`src/fetch_pkg.sv`:
```
package fetch_pkg;

    // ~~~~~~~~~~~~~~~~~~~~~~~~~~~~~~~~~~~~~~~~~~~~~~~~~~~~~~~~~~~~~~~~~~~~
    // widths and sizes.
    // ~~~~~~~~~~~~~~~~~~~~~~~~~~~~~~~~~~~~~~~~~~~~~~~~~~~~~~~~~~~~~~~~~~~~
    localparam int xlen        = 32;
    localparam int bundle_w    = 64;
    localparam int imem_addr_w = 8;
    localparam int buf_depth   = 2;

    // first fetch address after reset.
    localparam logic [xlen-1:0] pc_reset = 32'h0000_0000;

    // andi r0, r0, 0.
    localparam logic [xlen-1:0] inst_nop = 32'h0340_0000;

    // ~~~~~~~~~~~~~~~~~~~~~~~~~~~~~~~~~~~~~~~~~~~~~~~~~~~~~~~~~~~~~~~~~~~~
    // encodings.
    // ~~~~~~~~~~~~~~~~~~~~~~~~~~~~~~~~~~~~~~~~~~~~~~~~~~~~~~~~~~~~~~~~~~~~
    // exception code, same width as the back end expects.
    typedef enum logic [6:0] {
        excp_none = 7'h00,
        excp_adef = 7'h08
    } excp_e;

    // pc generator states.
    typedef enum logic [1:0] {
        fs_idle = 2'd0,
        fs_req  = 2'd1,
        fs_wait = 2'd2
    } fetch_state_e;

endpackage

```
`src/fetch_buf_fifo.sv`:
```
`timescale 1ns/100ps

module fetch_buf_fifo #(
    parameter int data_width = 64,
    parameter int depth      = 2
) (
    input  logic                  clk,
    input  logic                  arst_n,
    input  logic                  flush,
    input  logic                  write_en,
    input  logic                  pop_en,
    input  logic [data_width-1:0] din,
    output logic [data_width-1:0] dout,
    output logic                  full,
    output logic                  empty
);

    localparam int ptr_w = (depth > 1) ? $clog2(depth) : 1;
    localparam int cnt_w = $clog2(depth + 1);

    logic [data_width-1:0] mem_q [depth];
    logic [ptr_w-1:0]      wr_ptr;
    logic [ptr_w-1:0]      rd_ptr;
    logic [cnt_w-1:0]      count;
    logic                  do_wr;
    logic                  do_pop;

    // pointers wrap at depth, so depth need not be a power of two.
    function automatic logic [ptr_w-1:0] ptr_inc(input logic [ptr_w-1:0] ptr);
        return (ptr == ptr_w'(depth - 1)) ? '0 : ptr + 1'b1;
    endfunction

    assign full   = (count == cnt_w'(depth));
    assign empty  = (count == '0);
    assign do_wr  = write_en && !full;
    assign do_pop = pop_en && !empty;
    assign dout   = mem_q[rd_ptr];

    always_ff @(posedge clk or negedge arst_n) begin
        if (!arst_n) begin
            wr_ptr <= '0;
            rd_ptr <= '0;
            count  <= '0;
        end else if (flush) begin
            wr_ptr <= '0;
            rd_ptr <= '0;
            count  <= '0;
        end else begin
            if (do_wr) begin
                wr_ptr <= ptr_inc(wr_ptr);
            end
            if (do_pop) begin
                rd_ptr <= ptr_inc(rd_ptr);
            end
            count <= count + cnt_w'(do_wr) - cnt_w'(do_pop);
        end
    end

    // storage.
    always_ff @(posedge clk) begin
        if (do_wr) begin
            mem_q[wr_ptr] <= din;
        end
    end

    a_no_overflow: assert property (
        @(posedge clk) disable iff (!arst_n) (write_en && !flush) |-> !full
    ) else $error("fifo write while full");

    a_no_underflow: assert property (
        @(posedge clk) disable iff (!arst_n) (pop_en && !flush) |-> !empty
    ) else $error("fifo pop while empty");

endmodule

```
`src/fetch_buffer.sv`:
```
`timescale 1ns/100ps

module fetch_buffer #(
    parameter int buf_depth = fetch_pkg::buf_depth
) (
    input  logic                        clk,
    input  logic                        arst_n,
    input  logic                        flush,
    // handshake.
    input  logic                        fifo_readygo,
    output logic                        fifo_allowin,
    input  logic                        fifo_ready,
    output logic                        fifo_valid,
    // bundle from the pc generator.
    input  logic [fetch_pkg::xlen-1:0]  if1_fifo_inst0,
    input  logic [fetch_pkg::xlen-1:0]  if1_fifo_inst1,
    input  logic [fetch_pkg::xlen-1:0]  if1_fifo_pc,
    input  logic [fetch_pkg::xlen-1:0]  if1_fifo_pc_next,
    input  fetch_pkg::excp_e            if1_fifo_exception,
    // head of the buffer, to decode.
    output logic [fetch_pkg::xlen-1:0]  fifo_inst0,
    output logic [fetch_pkg::xlen-1:0]  fifo_inst1,
    output logic [fetch_pkg::xlen-1:0]  fifo_pc,
    output logic [fetch_pkg::xlen-1:0]  fifo_pc_add,
    output logic [fetch_pkg::xlen-1:0]  fifo_pc_next,
    output fetch_pkg::excp_e            fifo_exception
);
    import fetch_pkg::*;

    localparam int st_w = $bits(excp_e);

    logic                write_en;
    logic                pop_en;
    logic                inst_full;
    logic                inst_empty;
    logic [bundle_w-1:0] inst_din;
    logic [bundle_w-1:0] inst_dout;
    logic [2*xlen-1:0]   pc_din;
    logic [2*xlen-1:0]   pc_dout;
    logic [st_w-1:0]     st_din;
    logic [st_w-1:0]     st_dout;

    // the instruction lane speaks for all three.
    assign fifo_valid   = !inst_empty;
    assign fifo_allowin = !inst_full;
    assign write_en     = fifo_readygo && fifo_allowin;
    assign pop_en       = fifo_ready && fifo_valid;

    assign inst_din = {if1_fifo_inst1, if1_fifo_inst0};
    assign pc_din   = {if1_fifo_pc_next, if1_fifo_pc};
    assign st_din   = if1_fifo_exception;

    // nop bundle at the reset pc while nothing is held.
    always_comb begin
        if (fifo_valid) begin
            fifo_inst0     = inst_dout[xlen-1:0];
            fifo_inst1     = inst_dout[bundle_w-1:xlen];
            fifo_pc        = pc_dout[xlen-1:0];
            fifo_pc_next   = pc_dout[2*xlen-1:xlen];
            fifo_exception = excp_e'(st_dout);
        end else begin
            fifo_inst0     = inst_nop;
            fifo_inst1     = inst_nop;
            fifo_pc        = pc_reset;
            fifo_pc_next   = pc_reset + xlen'(8);
            fifo_exception = excp_none;
        end
    end

    // pc of inst1.
    assign fifo_pc_add = fifo_pc + xlen'(4);

    // ~~~~~~~~~~~~~~~~~~~~~~~~~~~~~~~~~~~~~~~~~~~~~~~~~~~~~~~~~~~~~~~~~~~~
    // lanes, sharing one write and one pop.
    // ~~~~~~~~~~~~~~~~~~~~~~~~~~~~~~~~~~~~~~~~~~~~~~~~~~~~~~~~~~~~~~~~~~~~
    fetch_buf_fifo #(.data_width(bundle_w), .depth(buf_depth)) i_inst_lane (
        .clk      (clk),
        .arst_n   (arst_n),
        .flush    (flush),
        .write_en (write_en),
        .pop_en   (pop_en),
        .din      (inst_din),
        .dout     (inst_dout),
        .full     (inst_full),
        .empty    (inst_empty)
    );

    fetch_buf_fifo #(.data_width(2 * xlen), .depth(buf_depth)) i_pc_lane (
        .clk      (clk),
        .arst_n   (arst_n),
        .flush    (flush),
        .write_en (write_en),
        .pop_en   (pop_en),
        .din      (pc_din),
        .dout     (pc_dout),
        .full     (),
        .empty    ()
    );

    fetch_buf_fifo #(.data_width(st_w), .depth(buf_depth)) i_stat_lane (
        .clk      (clk),
        .arst_n   (arst_n),
        .flush    (flush),
        .write_en (write_en),
        .pop_en   (pop_en),
        .din      (st_din),
        .dout     (st_dout),
        .full     (),
        .empty    ()
    );

    // fetch must wait for allowin before it pushes.
    a_push_when_full: assert property (
        @(posedge clk) disable iff (!arst_n) fifo_readygo |-> fifo_allowin
    ) else $error("bundle pushed into a full fetch buffer, dropped");

endmodule

```
`config.mk`:
```
export PLATFORM = sky130hd
export DESIGN_NAME = fetch_buffer
export DESIGN_NICKNAME = d
export VERILOG_FILES = /design/src/fetch_pkg.sv /design/src/fetch_buf_fifo.sv /design/src/fetch_buffer.sv
export SDC_FILE = /design/constraint.sdc
export NUM_CORES = 1
export LEC_CHECK = 0
export BUFFER_PORTS_ARGS = -buffer_cell sky130_fd_sc_hd__buf_2
export CAP_MARGIN = 25
export CORE_MARGIN = 5
export CORE_UTILIZATION = 36
export CTS_CLUSTER_DIAMETER = 80
export CTS_CLUSTER_SIZE = 16
export DETAILED_ROUTE_END_ITERATION = 7
export PLACE_DENSITY = 0.66
export SETUP_SLACK_MARGIN = 0.3
export SLEW_MARGIN = 25
export SYNTH_ARGS = -nofsm -noshare
export SYNTH_HDL_FRONTEND = slang
export SYNTH_SLANG_ARGS = --single-unit
```
`constraint.sdc`:
```
create_clock -name clk -period 10.4 [get_ports clk]
set_clock_uncertainty 0.1 [all_clocks]
set_input_delay 3.12 -clock clk [delete_from_list [all_inputs] [get_ports clk]]
set_output_delay 3.12 -clock clk [all_outputs]
set_load 0.02 [all_outputs]
```
Word level (Yosys, flattened, before mapping)
Memories as Yosys holds them, arrays and structs flattened.
Cells that the tools add are included.
Widths: inputs -> output; s select.
{ "word_totals": {"register_bits": 12, "ram_bits": 270, "inputBits": 140, "output_inout_bits": 169, "elab_cells": 83, "memories": 3} }
{ "classes": {"add_sub_neg": 13, "eq_ne": 3, "muxes": 32, "reduce_logical": 23} }
{ "memory_table": {"columns": ["name", "words", "word_bits", "rd", "rd_ports_with_merged_regs", "write_ports", "line", "rtl"], "rows": [
  ["i_inst_lane.mem_q", 2, 64, 1, 0, 1, "fetch_buf_fifo.sv:21", "logic [data_width-1:0] mem_q [depth];"],
  ["i_pc_lane.mem_q", 2, 64, 1, 0, 1, "fetch_buf_fifo.sv:21", null],
  ["i_stat_lane.mem_q", 2, 7, 1, 0, 1, "fetch_buf_fifo.sv:21", null]
]} }
{ "op_table": {"columns": ["op", "count"], "rows": [
  ["$mux 32", 4],
  ["$add 32x3->32 const B", 1],
  ["$mux 1", 24],
  ["$reduce_bool 2->1", 6],
  ["$logic_and 1x1->1", 8],
  ["$mux 7", 1],
  ["$add 1x1->1 const B", 6],
  ["$add 2x1->2", 3],
  ["$eq 2x2->1 const B", 3],
  ["$logic_not 1->1", 6],
  ["$logic_not 2->1", 3],
  ["$mux 2", 3],
  ["$sub 2x1->2", 3]
]} }

Logic depth before layout (Yosys ltp)
Gate-level depths: netlist of run 1.
{ "depth": {"ltp_word": 7, "ltp_mapped": 12, "ltp_nobuf": 9} }

By module
Synthesis of run 1 repeated with hierarchy kept, for this count alone.
{ "unflattened": {"cells_unflattened": 751, "hier_area_um2": 12114.1} }
{ "by_module_without_submodules": {"columns": ["mod", "n_inst", "cells_each", "area_each_um2", "seq_area_each_um2"], "rows": [
  ["fetch_buf_fifo at i_inst_lane ...", 2, 224, 4863.4, 3943.8],
  ["fetch_buffer", 1, 256, 1651.6, 0.0],
  ["fetch_buf_fifo at i_stat_lane", 1, 47, 735.7, 520.5]
]} }

Least setup slack after synthesis of run 1
Ideal clock, no wire load.
{ "synth_path": {"path_type": "input to register", "start": "input port fifo_readygo", "end": "memory i_pc_lane.mem_q[0][0] (enable)", "setup_ns": 0.487, "arrival_time_ns": 6.301, "required_time_ns": 9.813, "slack_ns": 3.513, "path_stages": 4, "n_path_buf": 1, "cell_sequence": "and2_1 > clkbuf_1 > o21ai_0 > nor2_1"} }
{ "synth_between": {"elab_chain_cells": 4} }
{ "synth_lines": {"columns": ["element", "line", "rtl"], "rows": [
  ["start, declared", "fetch_buffer.sv:10", "input logic fifo_readygo,"],
  ["$logic_and 1x1->1", "fetch_buffer.sv:46", "assign write_en = fifo_readygo && fifo_allowin;"],
  ["$logic_and 1x1->1", "fetch_buf_fifo.sv:35", "assign do_wr = write_en && !full;"],
  ["$mux 1", "fetch_buf_fifo.sv:61", "if (do_wr) begin"],
  ["$mux 1 (not written as such)", "fetch_buf_fifo.sv:62", "mem_q[wr_ptr] <= din;"],
  ["end, declared", "fetch_buf_fifo.sv:21", null]
]} }
Every way passes these cells.

Final worst setup path of run 1
{ "layout_path": {"start": "register i_pc_lane.rd_ptr", "end": "output port fifo_pc_add[29] (netlist bit)"} }
{ "layout_between": {"elab_chain_cells": 3} }
{ "layout_lines": {"columns": ["element", "line", "rtl"], "rows": [
  ["start, declared", "fetch_buf_fifo.sv:23", "logic [ptr_w-1:0] rd_ptr;"],
  ["start signal, assigned", "fetch_buf_fifo.sv:53", "rd_ptr <= ptr_inc(rd_ptr);"],
  ["$mem_v2 2x64", null, null],
  ["$mux 32", "fetch_buffer.sv:55", "if (fifo_valid) begin"],
  ["$add 32x3->32", "fetch_buffer.sv:71", "assign fifo_pc_add = fifo_pc + xlen'(4);"],
  ["end, declared", "fetch_buffer.sv:24", "output logic [fetch_pkg::xlen-1:0] fifo_pc_add,"]
]} }
Every way passes these cells.

==> qor.csv, run 1 <==
stage,metric,value,unit
global_routing,vias in the first global route,7258,
place,Final GP Congestion,0.809,
floorplanning,IO Pins,309,
power,total power,3760,uW
cts,# hold bufs at CTS,0,
route,via density per instance,4.77,
floorplanning,die area,36000,sq um
route,vias post-DR,7011,
yosys,mean post-synth cell area,15.3,sq um
timing,setup TNS,0,ns
power,Worst VDD drop,0.168,mV
floorplanning,die width,190,um
route,DR iter-0 viols,324,
yosys,Yosys warning total,0,
cts,worst skew pair latency,0.50,ns
final_layout,Layout area overhead,21.7,%
route,WL final,26800,um
route,drt first pass iters,4,
global_routing,initial antenna violation count,6,
cts,Root Buffer,clkbuf_16,
yosys,multiplexer share of the synthesized area,11.5,%
route,Antenna Nets Post-Route,0,
place,final HPWL from detailed placement,19000,um
timing,crit share post-route,64.9,%
place,PortBufs,308,
job,max_cap viols,0,
global_routing,first-pass GRT wire length,40600,um
yosys,cell area after synthesis,11600,sq um
power,leakage power,0.00542,uW
setup_path,crit start category,flip-flop,
global_routing,largest net degree at the start of global routing,86,
cts,Clock Sinks,282,
yosys,Synth Area in Compound Gates,1.06,%
yosys,sequential area share after synthesis,72.3,%
yosys,ranking of synthesized cells by area,"edfxtp_1 (70%), mux2i_1 (12%), nor2_1 (4.6%)",
setup_path,Critical Path End Type,primary output,
yosys,XOR/XNOR Fraction of Synth Area,3.01,%
timing,Final Setup Violations,0,
cts,# resized after CTS,0,
setup_path,r2r setup slk,6.56,ns
timing,highest clock rate,0.148,GHz
setup_path,Crit Path Class,reg2out,
cts,Clock Pin Slew Worst Setup and Hold Paths,0.07,ns
setup_path,CP arrival,3.53,ns
yosys,Synth area leader,edfxtp_1,
floorplanning,Placement Rows,65,
yosys,Post-Synthesis Net Count,905,
yosys,Simple-Gate Fraction of Synth Area,8.77,%
cts,CTS tree,built,
min_path,HP Class,reg2reg,
final_layout,share of cells above drive strength 1,34.3,%
route,WL per Instance,18.2,um
yosys,Post-synth EDFFs,270,
floorplanning,Starting Density,36.6,%
setup_path,Worst Path Max Fanout,57,
yosys,Async SR Flop Fraction,4.26,%
timing,Slew @ Worst Pin,0.982,ns
status,status,completed,
yosys,Synth Area in Adders,0.754,%
global_routing,Total GRT Usage,14.3,%
route,DRC violations left,0,
timing,time the worst path needs with I/O delays and setup,6.75,ns
timing,Final Hold Fails,0,
cts,H-tree Lvls,1,
yosys,Yosys top cell area share,69.8,%
setup_path,Critical Path RT,7.18,ns
cts,cts bufs inserted,21,
cts,post-CTS setup buffers,0,
final_layout,Final nets,1208,
floorplanning,Die Ht,190,um
cts,Clock Path Buffers,3,
yosys,most numerous cell in the Yosys netlist,edfxtp_1,
timing,max-slew violation count,0,
global_routing,total gr overflow,0,
yosys,largest family of logic cells by synthesized area,multiplexers,
timing,Max transition margin,34.5,%
power,pwr/cell area,266,nW/um^2
timing,unrepaired setup endpoints after global routing,no,
yosys,Cell variety after synth,39,
yosys,"FF+latch count, synth",282,
yosys,Post-synth top flop,edfxtp_1,
floorplanning,core box area,31700,sq um
yosys,Syn Inst Count,758,
yosys,Post-synth top cells,"edfxtp_1 (270), nor2_1 (142), mux2i_1 (134)",
final timing paths:
kind	startpoint	to	cells past startpoint
worst max-delay path	i_pc_lane.rd_ptr	fifo_pc_add[29]	7
worst min-delay path	i_stat_lane.wr_ptr	i_stat_lane.wr_ptr	3
worst max register to register	i_inst_lane.count[0]	i_pc_lane.count[1]	11
worst min register to register	i_stat_lane.wr_ptr	i_stat_lane.wr_ptr	3
max in group asynchronous	arst_n	i_inst_lane.rd_ptr	1
min in group asynchronous	arst_n	i_pc_lane.wr_ptr	1
power by group:
group	internal, uW	total [uW]	switching [uW]
combinational	455	1450	991
clock	371	730	359
sequential	1510	1580	76.7
layout make-up:
cell class | instances | area [sq um]
fillers | 2884 | 17600
multi-input cells | 419 | 2950
well taps | 402 | 503
clock buffers | 28 | 552
flip-flops and latches | 282 | 8420
diodes | 1 | 2.50
clock inverters | 2 | 17.5
inverters | 20 | 75.1
repair buffers | 317 | 1630
sequential cells by signal, indices dropped and copies added (netlist names):
signal / count
i_inst_lane.rd_ptr: 1
i_stat_lane.count: 2
i_pc_lane.rd_ptr: 1
i_pc_lane.mem_q: 128
i_pc_lane.count: 2
i_stat_lane.wr_ptr: 1
i_pc_lane.wr_ptr: 1
i_inst_lane.wr_ptr: 1
i_stat_lane.rd_ptr: 1
i_inst_lane.mem_q: 128
i_stat_lane.mem_q: 14
i_inst_lane.count: 2
through the flow:
| step | hold WS (ns) | utilization (%) | std cells | area (sq um) | worst slack, ns |
|---|---|---|---|---|---|
| floorplan | 0.424 | - | 758 | 11600 | 3.51 |
| global placement | 0.499 | 42.7 | 1439 | 13500 | 4.17 |
| detailed placement | 0.517 | 42.7 | 1439 | 13500 | 4.09 |
| CTS | 0.525 | 44.5 | 1469 | 14100 | 3.52 |
| global route | 0.557 | 44.6 | 1470 | 14100 | 3.31 |
| finish | 0.519 | 44.6 | 1471 | 14100 | 3.65 |
logic make-up (layout without fill, tap and decap cells):
logic type                 after synthesis  count (layout)
AOI/OAI and AO/OA                       15              15
xor gates and xnor gates                40              40
adders and majority gates                7               7
buffers and inverters                   57             367
DFF                                    282             282
muxes                                  134             134
other                                    0               1
and+or+nand+nor                        223             223
critical path, cell delays in order, from the launching register on:
cell and delay [ns]:
dfrtp_4 0.69, buf_4 0.75, mux2i_1 0.28, nor3_2 0.36, nand3_1 0.24, nor4_2 0.31, xor2_1 0.16, buf_2 0.17
layer usage:
| metal | up-vias | share of wire (%) | track usage, % |
|---|---|---|---|
| met5 | - | 0.13 | 0 |
| met4 | 6 | 1.1 | 2.34 |
| met3 | 29 | 10 | 5.27 |
| met2 | 284 | 49 | 24.6 |
| met1 | 3349 | 40 | 17.6 |
| li1 | 3343 | - | - |
cell usage in the layout, fill, tap and decap left out, types with 2 or more instances in the layout:
| master | netlist | routed |
|---|---|---|
| dfrtp_1 | 12 | 10 |
| clkbuf_16 | 0 | 21 |
| nand3_2 | 2 | 2 |
| edfxtp_1 | 270 | 270 |
| xor2_1 | 19 | 19 |
| inv_1 | 19 | 19 |
| nand3_1 | 12 | 12 |
| xnor2_1 | 21 | 21 |
| ha_1 | 7 | 7 |
| nor2_2 | 3 | 3 |
| nor2b_1 | 4 | 3 |
| buf_2 | 5 | 308 |
| buf_4 | 7 | 8 |
| a211oi_2 | 2 | 2 |
| o21ai_0 | 5 | 5 |
| nor4_2 | 6 | 6 |
| nand4_2 | 2 | 2 |
| nor2_4 | 0 | 3 |
| nor3_1 | 10 | 10 |
| nand2_1 | 24 | 24 |
| a21oi_1 | 3 | 3 |
| clkbuf_1 | 15 | 7 |
| dfrtp_4 | 0 | 2 |
| nor2_1 | 142 | 139 |
| nand4_1 | 5 | 5 |
| nand2b_1 | 3 | 3 |
| mux2i_1 | 134 | 134 |
| nand3b_1 | 4 | 4 |
(Power assumes the default switching activity.)
==> run 2, diff against run 1 <==
--- a/config.mk
+++ b/config.mk
@@ -12,7 +12,7 @@
 export CTS_CLUSTER_DIAMETER = 80
 export CTS_CLUSTER_SIZE = 16
 export DETAILED_ROUTE_END_ITERATION = 7
-export PLACE_DENSITY = 0.66
+export PLACE_DENSITY = 0.68
 export SETUP_SLACK_MARGIN = 0.3
 export SLEW_MARGIN = 25
 export SYNTH_ARGS = -nofsm -noshare
==> constraint.sdc (replaced) <==
create_clock -name clk -period 5.9 [get_ports clk]
set_clock_uncertainty 0.1 [all_clocks]
set_input_delay 1.77 -clock clk [delete_from_list [all_inputs] [get_ports clk]]
set_output_delay 1.77 -clock clk [all_outputs]
set_load 0.02 [all_outputs]
==> run 2 against run 1 <==
Compared with the run above:
- sequential share of layout area hardly changed
- first-iteration DRC count is 12% higher
- largest power group unchanged
- global-route usage is 0.11 points higher
- utilization hardly changed
- die area stayed put
- clock power is 75% higher
- critical path depth is 3 higher
- hold slack better by 0.010 ns
- worst setup slack worse by 3.0 ns
- via count is 0.46% higher
- critical endpoint is now fifo_pc_add[28]
==> qor.csv, run 2 (synthesized netlist as in run 1, its figures left out) <==
stage,metric,value,unit,change
timing,unrepaired setup endpoints after global routing,no,,
global_routing,vias in the first global route,7429,,+2.4%
floorplanning,Placement Rows,65,,unchanged
final_layout,most frequent cells in the layout,"buf_2 (308), edfxtp_1 (270), nor2_1 (139)",,
timing,Slew @ Worst Pin,0.989,ns,+0.00749 ns
final_layout,Top Registers,"i_inst_lane.mem_q x128, i_pc_lane.mem_q x128, i_stat_lane.mem_q x14",,
cts,worst skew pair latency,0.51,ns,about the same
timing,time the worst path needs with I/O delays and setup,5.30,ns,
cts,Clock Path Buffers,3,,unchanged
power,Net Switching,2530,uW,+77%
setup_path,Critical Path RT,4.03,ns,-3.15 ns
route,WL per Instance,18.5,um,+1.6%
cts,cts bufs inserted,21,,unchanged
timing,Final Hold Fails,0,,unchanged
timing,Final Setup Violations,0,,unchanged
floorplanning,core box area,31700,sq um,unchanged
power,sequential share of power,43.0,%,+0.9 points
cts,# hold bufs at CTS,0,,unchanged
timing,Max transition margin,33.8,%,-0.74 points
timing,Fin Hold WS,0.530,ns,+0.0101 ns
floorplanning,die width,190,um,unchanged
floorplanning,Starting Density,36.6,%,unchanged
global_routing,initial antenna violation count,5,,-1
power,pwr/cell area,469,nW/um^2,+76%
route,drt first pass iters,4,,unchanged
cts,Clock Pin Slew Worst Setup and Hold Paths,0.07,ns,about the same
route,DR iter-0 viols,362,,+12%
power,Switching Fraction,38.1,%,+0.16 points
route,WL final,27200,um,+1.7%
setup_path,Crit Path Class,reg2out,,
cts,Clock Sinks,282,,unchanged
power,Clk pwr share,19.3,%,about the same
timing,highest clock rate,0.189,GHz,
global_routing,largest net degree at the start of global routing,76,,-12%
place,final HPWL from detailed placement,19500,um,+2.4%
setup_path,CP arrival,3.43,ns,-0.10 ns
final_layout,Final nets,1210,,+0.17%
cts,CTS tree,built,,
floorplanning,Die Ht,190,um,unchanged
timing,setup TNS,0,ns,unchanged
final_layout,"commonest non-fill, non-tap cell in the layout",buf_2,,
cts,# resized after CTS,0,,unchanged
power,Worst VDD drop,0.327,mV,+94%
setup_path,crit start category,flip-flop,,
floorplanning,die area,36000,sq um,unchanged
power,Logic pwr share,37.7,%,-0.8 points
power,leakage power,0.00542,uW,about the same
cts,post-CTS setup buffers,0,,unchanged
route,DRC violations left,0,,unchanged
global_routing,first-pass GRT wire length,41200,um,+1.3%
setup_path,Worst Path Max Fanout,25,,-56%
final_layout,share of cells above drive strength 1,34.3,%,+0.061 points
place,Final GP Congestion,0.847,,+4.8%
global_routing,Total GRT Usage,14.4,%,+0.11 points
timing,max-slew violation count,0,,unchanged
min_path,HP Class,reg2reg,,
setup_path,Critical Path End Type,primary output,,
final_layout,Layout area overhead,21.6,%,about the same
floorplanning,IO Pins,309,,unchanged
timing,crit share post-route,89.8,%,
route,vias post-DR,7043,,+0.46%
global_routing,total gr overflow,0,,unchanged
status,status,completed,,
place,PortBufs,308,,unchanged
route,Antenna Nets Post-Route,0,,unchanged
cts,Root Buffer,clkbuf_16,,
route,via density per instance,4.78,,+0.32%
power,P_int,4100,uW,+76%
job,max_cap viols,0,,unchanged
power,total power,6620,uW,+76%
cts,H-tree Lvls,1,,unchanged
==> run 2: cell count changes in the layout (fill, tap and decap cells not counted), sizes merged <==
cell | before | now
buf | 317 | 319
diode | 1 | 2
inv | 20 | 19
==> run 2: path summary, 6_finish.rpt <==
check | depth (start not counted) | start | slack (ns) | end
worst max-delay path | 10 | i_pc_lane.rd_ptr | 0.60 | fifo_pc_add[28]
min in group asynchronous | 1 | arst_n | 1.05 | i_inst_lane.wr_ptr
max in group asynchronous | 1 | arst_n | 4.38 | i_pc_lane.rd_ptr
worst max register to register | 10 | i_inst_lane.count[0] | 2.83 | i_pc_lane.count[1]
worst min-delay path | 2 | i_inst_lane.wr_ptr | 0.53 | i_inst_lane.wr_ptr
worst min register to register | 2 | i_inst_lane.wr_ptr | 0.53 | i_inst_lane.wr_ptr
==> run 2: worst max-delay path, cell delays in order, from the launching register on <==
cell and delay, ns:
dfrtp_4 0.63, mux2i_1 0.17, or2_2 0.29, inv_1 0.08, ha_1 0.17, inv_1 0.09
a2111oi_4 0.41, nand4_2 0.33, nor4_2 0.32, xor2_1 0.23, buf_2 0.20
==> run 2: power groups by stage <==
stage / Combinational, uW / Clock, uW / Sequential [uW]
after global routing: 2710 / 1420 / 2890
after CTS: 2550 / 1330 / 2850
after global placement: 2530 / 0 / 2880
after detailed placement: 2540 / 0 / 2900
final: 2500 / 1280 / 2850
after floorplan: 1760 / 0 / 2800
==> run 2: layout make-up <==
type,count,area [sq um]
Tap cell,402,503
Multi-Input combinational cell,419,2950
Sequential cell,282,8420
Clock inverter,1,8.76
Clock buffer,28,552
Timing Repair Buffer,319,1620
Fill cell,2903,17600
Antenna cell,2,5.00
Inverter,20,75.1
==> run 2: per-layer routing <==
layer	share of wire [%]	routed length (um)	up-vias	global-route usage (%)
li1	-	-	3353	-
met1	41	11200	3351	18.0
met2	47	12900	288	24.6
met3	9.4	2570	43	4.51
met4	2.0	532	8	3.34
met5	0.19	51	-	0
==> run 2: through the flow <==
| stage | cell area, sq um | util [%] | worst slack (ns) | instances |
|---|---|---|---|---|
| floorplan | 11600 | - | 0.363 | 758 |
| global placement | 13600 | 42.8 | 1.14 | 1442 |
| detailed placement | 13600 | 42.8 | 1.10 | 1442 |
| CTS | 14100 | 44.6 | 0.538 | 1471 |
| global route | 14100 | 44.6 | 0.421 | 1471 |
| finish | 14100 | 44.6 | 0.601 | 1473 |
==> run 3, diff against run 2 <==
--- a/config.mk
+++ b/config.mk
@@ -8,11 +8,11 @@
 export BUFFER_PORTS_ARGS = -buffer_cell sky130_fd_sc_hd__buf_2
 export CAP_MARGIN = 25
 export CORE_MARGIN = 5
-export CORE_UTILIZATION = 36
+export CORE_UTILIZATION = 48
 export CTS_CLUSTER_DIAMETER = 80
 export CTS_CLUSTER_SIZE = 16
 export DETAILED_ROUTE_END_ITERATION = 7
-export PLACE_DENSITY = 0.68
+export PLACE_DENSITY = 0.85
 export SETUP_SLACK_MARGIN = 0.3
 export SLEW_MARGIN = 25
 export SYNTH_ARGS = -nofsm -noshare
==> run 3 against run 2 <==
Compared with the run above:
- cell area is 0.55% lower
- cell count is 4.9% lower
- combinational power hardly changed
- largest power group unchanged
- largest cell class unchanged
- maximum frequency is 3.5% higher
- flip-flop and latch count stayed put
==> qor.csv, run 3 (synthesized netlist as in run 1, its figures left out) <==
stage,metric,value,unit,change
status,status,completed,,
route,WL final,24900,um,-8.4%
final_layout,Layout area overhead,21.0,%,
min_path,HP Class,reg2reg,,
setup_path,CP arrival,3.25,ns,-0.18 ns
global_routing,total gr overflow,0,,unchanged
power,leakage power,0.00542,uW,about the same
place,Placed Cells incl. Taps,1363,,-5.5%
place,PortBufs,308,,unchanged
route,WL per Instance,17.8,um,-3.7%
timing,Max transition margin,34.9,%,+1.1 points
floorplanning,IO Pins,309,,unchanged
cts,Clock Pin Slew Worst Setup and Hold Paths,0.07,ns,about the same
cts,# hold bufs at CTS,0,,unchanged
min_path,WHS Endpoint,i_inst_lane.wr_ptr,,
timing,crit share post-route,86.7,%,-3.1 points
floorplanning,Placement Rows,57,,-12%
cts,Clock Path Buffers,3,,unchanged
setup_path,r2r setup slk,2.66,ns,-0.17 ns
final_layout,Non-Filler Instances,1401,,-4.9%
timing,Final Hold Fails,0,,unchanged
setup_path,Critical Path RT,4.03,ns,about the same
timing,setup TNS,0,ns,unchanged
power,pwr/cell area,470,nW/um^2,+0.26%
place,Final GP Congestion,0.864,,+2.0%
final_layout,Final nets,1209,,-0.083%
cts,Clock Sinks,282,,unchanged
route,DRC violations left,0,,unchanged
route,Antenna Nets Post-Route,0,,unchanged
global_routing,vias in the first global route,7338,,-1.2%
cts,H-tree Lvls,1,,unchanged
setup_path,Worst Setup SP,i_pc_lane.rd_ptr,,
global_routing,Total GRT Usage,17.4,%,+3.0 points
floorplanning,Die Ht,166,um,-13%
power,Worst VDD drop,0.319,mV,-2.3%
cts,cts bufs inserted,21,,unchanged
route,via density per instance,5.06,,+5.7%
final_layout,share of cells above drive strength 1,34.0,%,-0.32 points
timing,Final Setup Violations,0,,unchanged
min_path,WHS Path Cells,2,,unchanged
floorplanning,die width,166,um,-13%
timing,time the worst path needs with I/O delays and setup,5.12,ns,-0.181 ns
global_routing,largest net degree at the start of global routing,69,,-9.2%
place,final HPWL from detailed placement,18100,um,-6.9%
cts,CTS tree,built,,
global_routing,initial antenna violation count,3,,-2
cts,post-CTS setup buffers,0,,unchanged
setup_path,crit start category,flip-flop,,
job,max_cap viols,0,,unchanged
floorplanning,die area,27400,sq um,-24%
setup_path,r2r worst-path depth,10,,unchanged
setup_path,Crit Path Class,reg2out,,
setup_path,Worst Path Max Fanout,8,,-68%
floorplanning,core box area,24100,sq um,-24%
timing,max-slew violation count,0,,unchanged
setup_path,Critical Path End Type,primary output,,
route,drt first pass iters,5,,+1
final_layout,"commonest non-fill, non-tap cell in the layout",buf_2,,
final_layout,final instance area,14100,sq um,-0.55%
timing,Slew @ Worst Pin,0.975,ns,-0.0145 ns
cts,Root Buffer,clkbuf_16,,
global_routing,first-pass GRT wire length,39000,um,-5.2%
route,vias post-DR,7083,,+0.57%
final_layout,Top Registers,"i_inst_lane.mem_q x128, i_pc_lane.mem_q x128, i_stat_lane.mem_q x14",,
timing,highest clock rate,0.195,GHz,+3.5%
cts,worst skew pair latency,0.49,ns,-0.02 ns
min_path,hold path startpoint,i_inst_lane.wr_ptr,,
route,DR iter-0 viols,389,,+7.5%
place,area post-placement,13500,sq um,-0.77%
timing,unrepaired setup endpoints after global routing,no,,
final_layout,Final Core Density,58.3,%,+14 points
setup_path,worst r2r dst,i_pc_lane.count[1],,
final_layout,most frequent cells in the layout,"buf_2 (308), edfxtp_1 (270), nor2_1 (139)",,
setup_path,worst r2r src,i_inst_lane.count[0],,
floorplanning,Starting Density,48.2,%,+12 points
cts,# resized after CTS,0,,unchanged
[run 3: metal layers]
layer	vias up	GRT usage (%)	part of all wire (%)
li1	3354	-	-
met1	3382	22.3	40
met2	308	29.7	49
met3	35	5.08	8.8
met4	4	3.80	1.8
met5	-	0	0.084
[run 3: final cells by class]
type | count | area, sq um
Timing Repair Buffer | 318 | 1620
Inverter | 20 | 75.1
Antenna cell | 1 | 2.50
Sequential cell | 282 | 8420
Fill cell | 1881 | 10000
Clock buffer | 36 | 582
Multi-Input combinational cell | 419 | 2950
Tap cell | 324 | 405
Clock inverter | 1 | 8.76
[run 3: worst max-delay path, cell delays in order (launching register included)]
cell and delay [ns]:
dfrtp_4 0.53, mux2i_1 0.13, or2_2 0.28, inv_1 0.09
ha_1 0.17, inv_1 0.09, a2111oi_4 0.40, nand4_2 0.34
nor4_2 0.37, xor2_1 0.18, buf_2 0.18
[run 3: report_power, final]
part | switching (uW) | internal, uW | total, uW
Combinational | 1680 | 795 | 2480
Clock | 620 | 671 | 1290
Sequential | 184 | 2650 | 2840
Total | 2490 | 4120 | 6610
[run 3: worst max path at each step]
stage,endpoint,slack [ns],cells after the start
2_1_floorplan,i_pc_lane.mem_q[0][0],0.36,4
3_3_place_gp,fifo_pc_add[28],1.44,10
3_5_place_dp,fifo_pc_add[28],1.32,10
4_1_cts,fifo_pc_add[28],0.77,10
5_1_grt,fifo_pc_add[24],0.61,10
6_report,fifo_pc_add[28],0.78,10
[run 3: stage by stage]
step | hold WS, ns | setup WS (ns) | total power, uW
6_report | 0.522 | 0.782 | 6610
5_1_grt | 0.560 | 0.613 | 6980
4_1_cts | 0.528 | 0.769 | 6680
3_5_place_dp | 0.511 | 1.32 | 5380
3_3_place_gp | 0.499 | 1.44 | 5340
2_1_floorplan | 0.424 | 0.363 | 4560
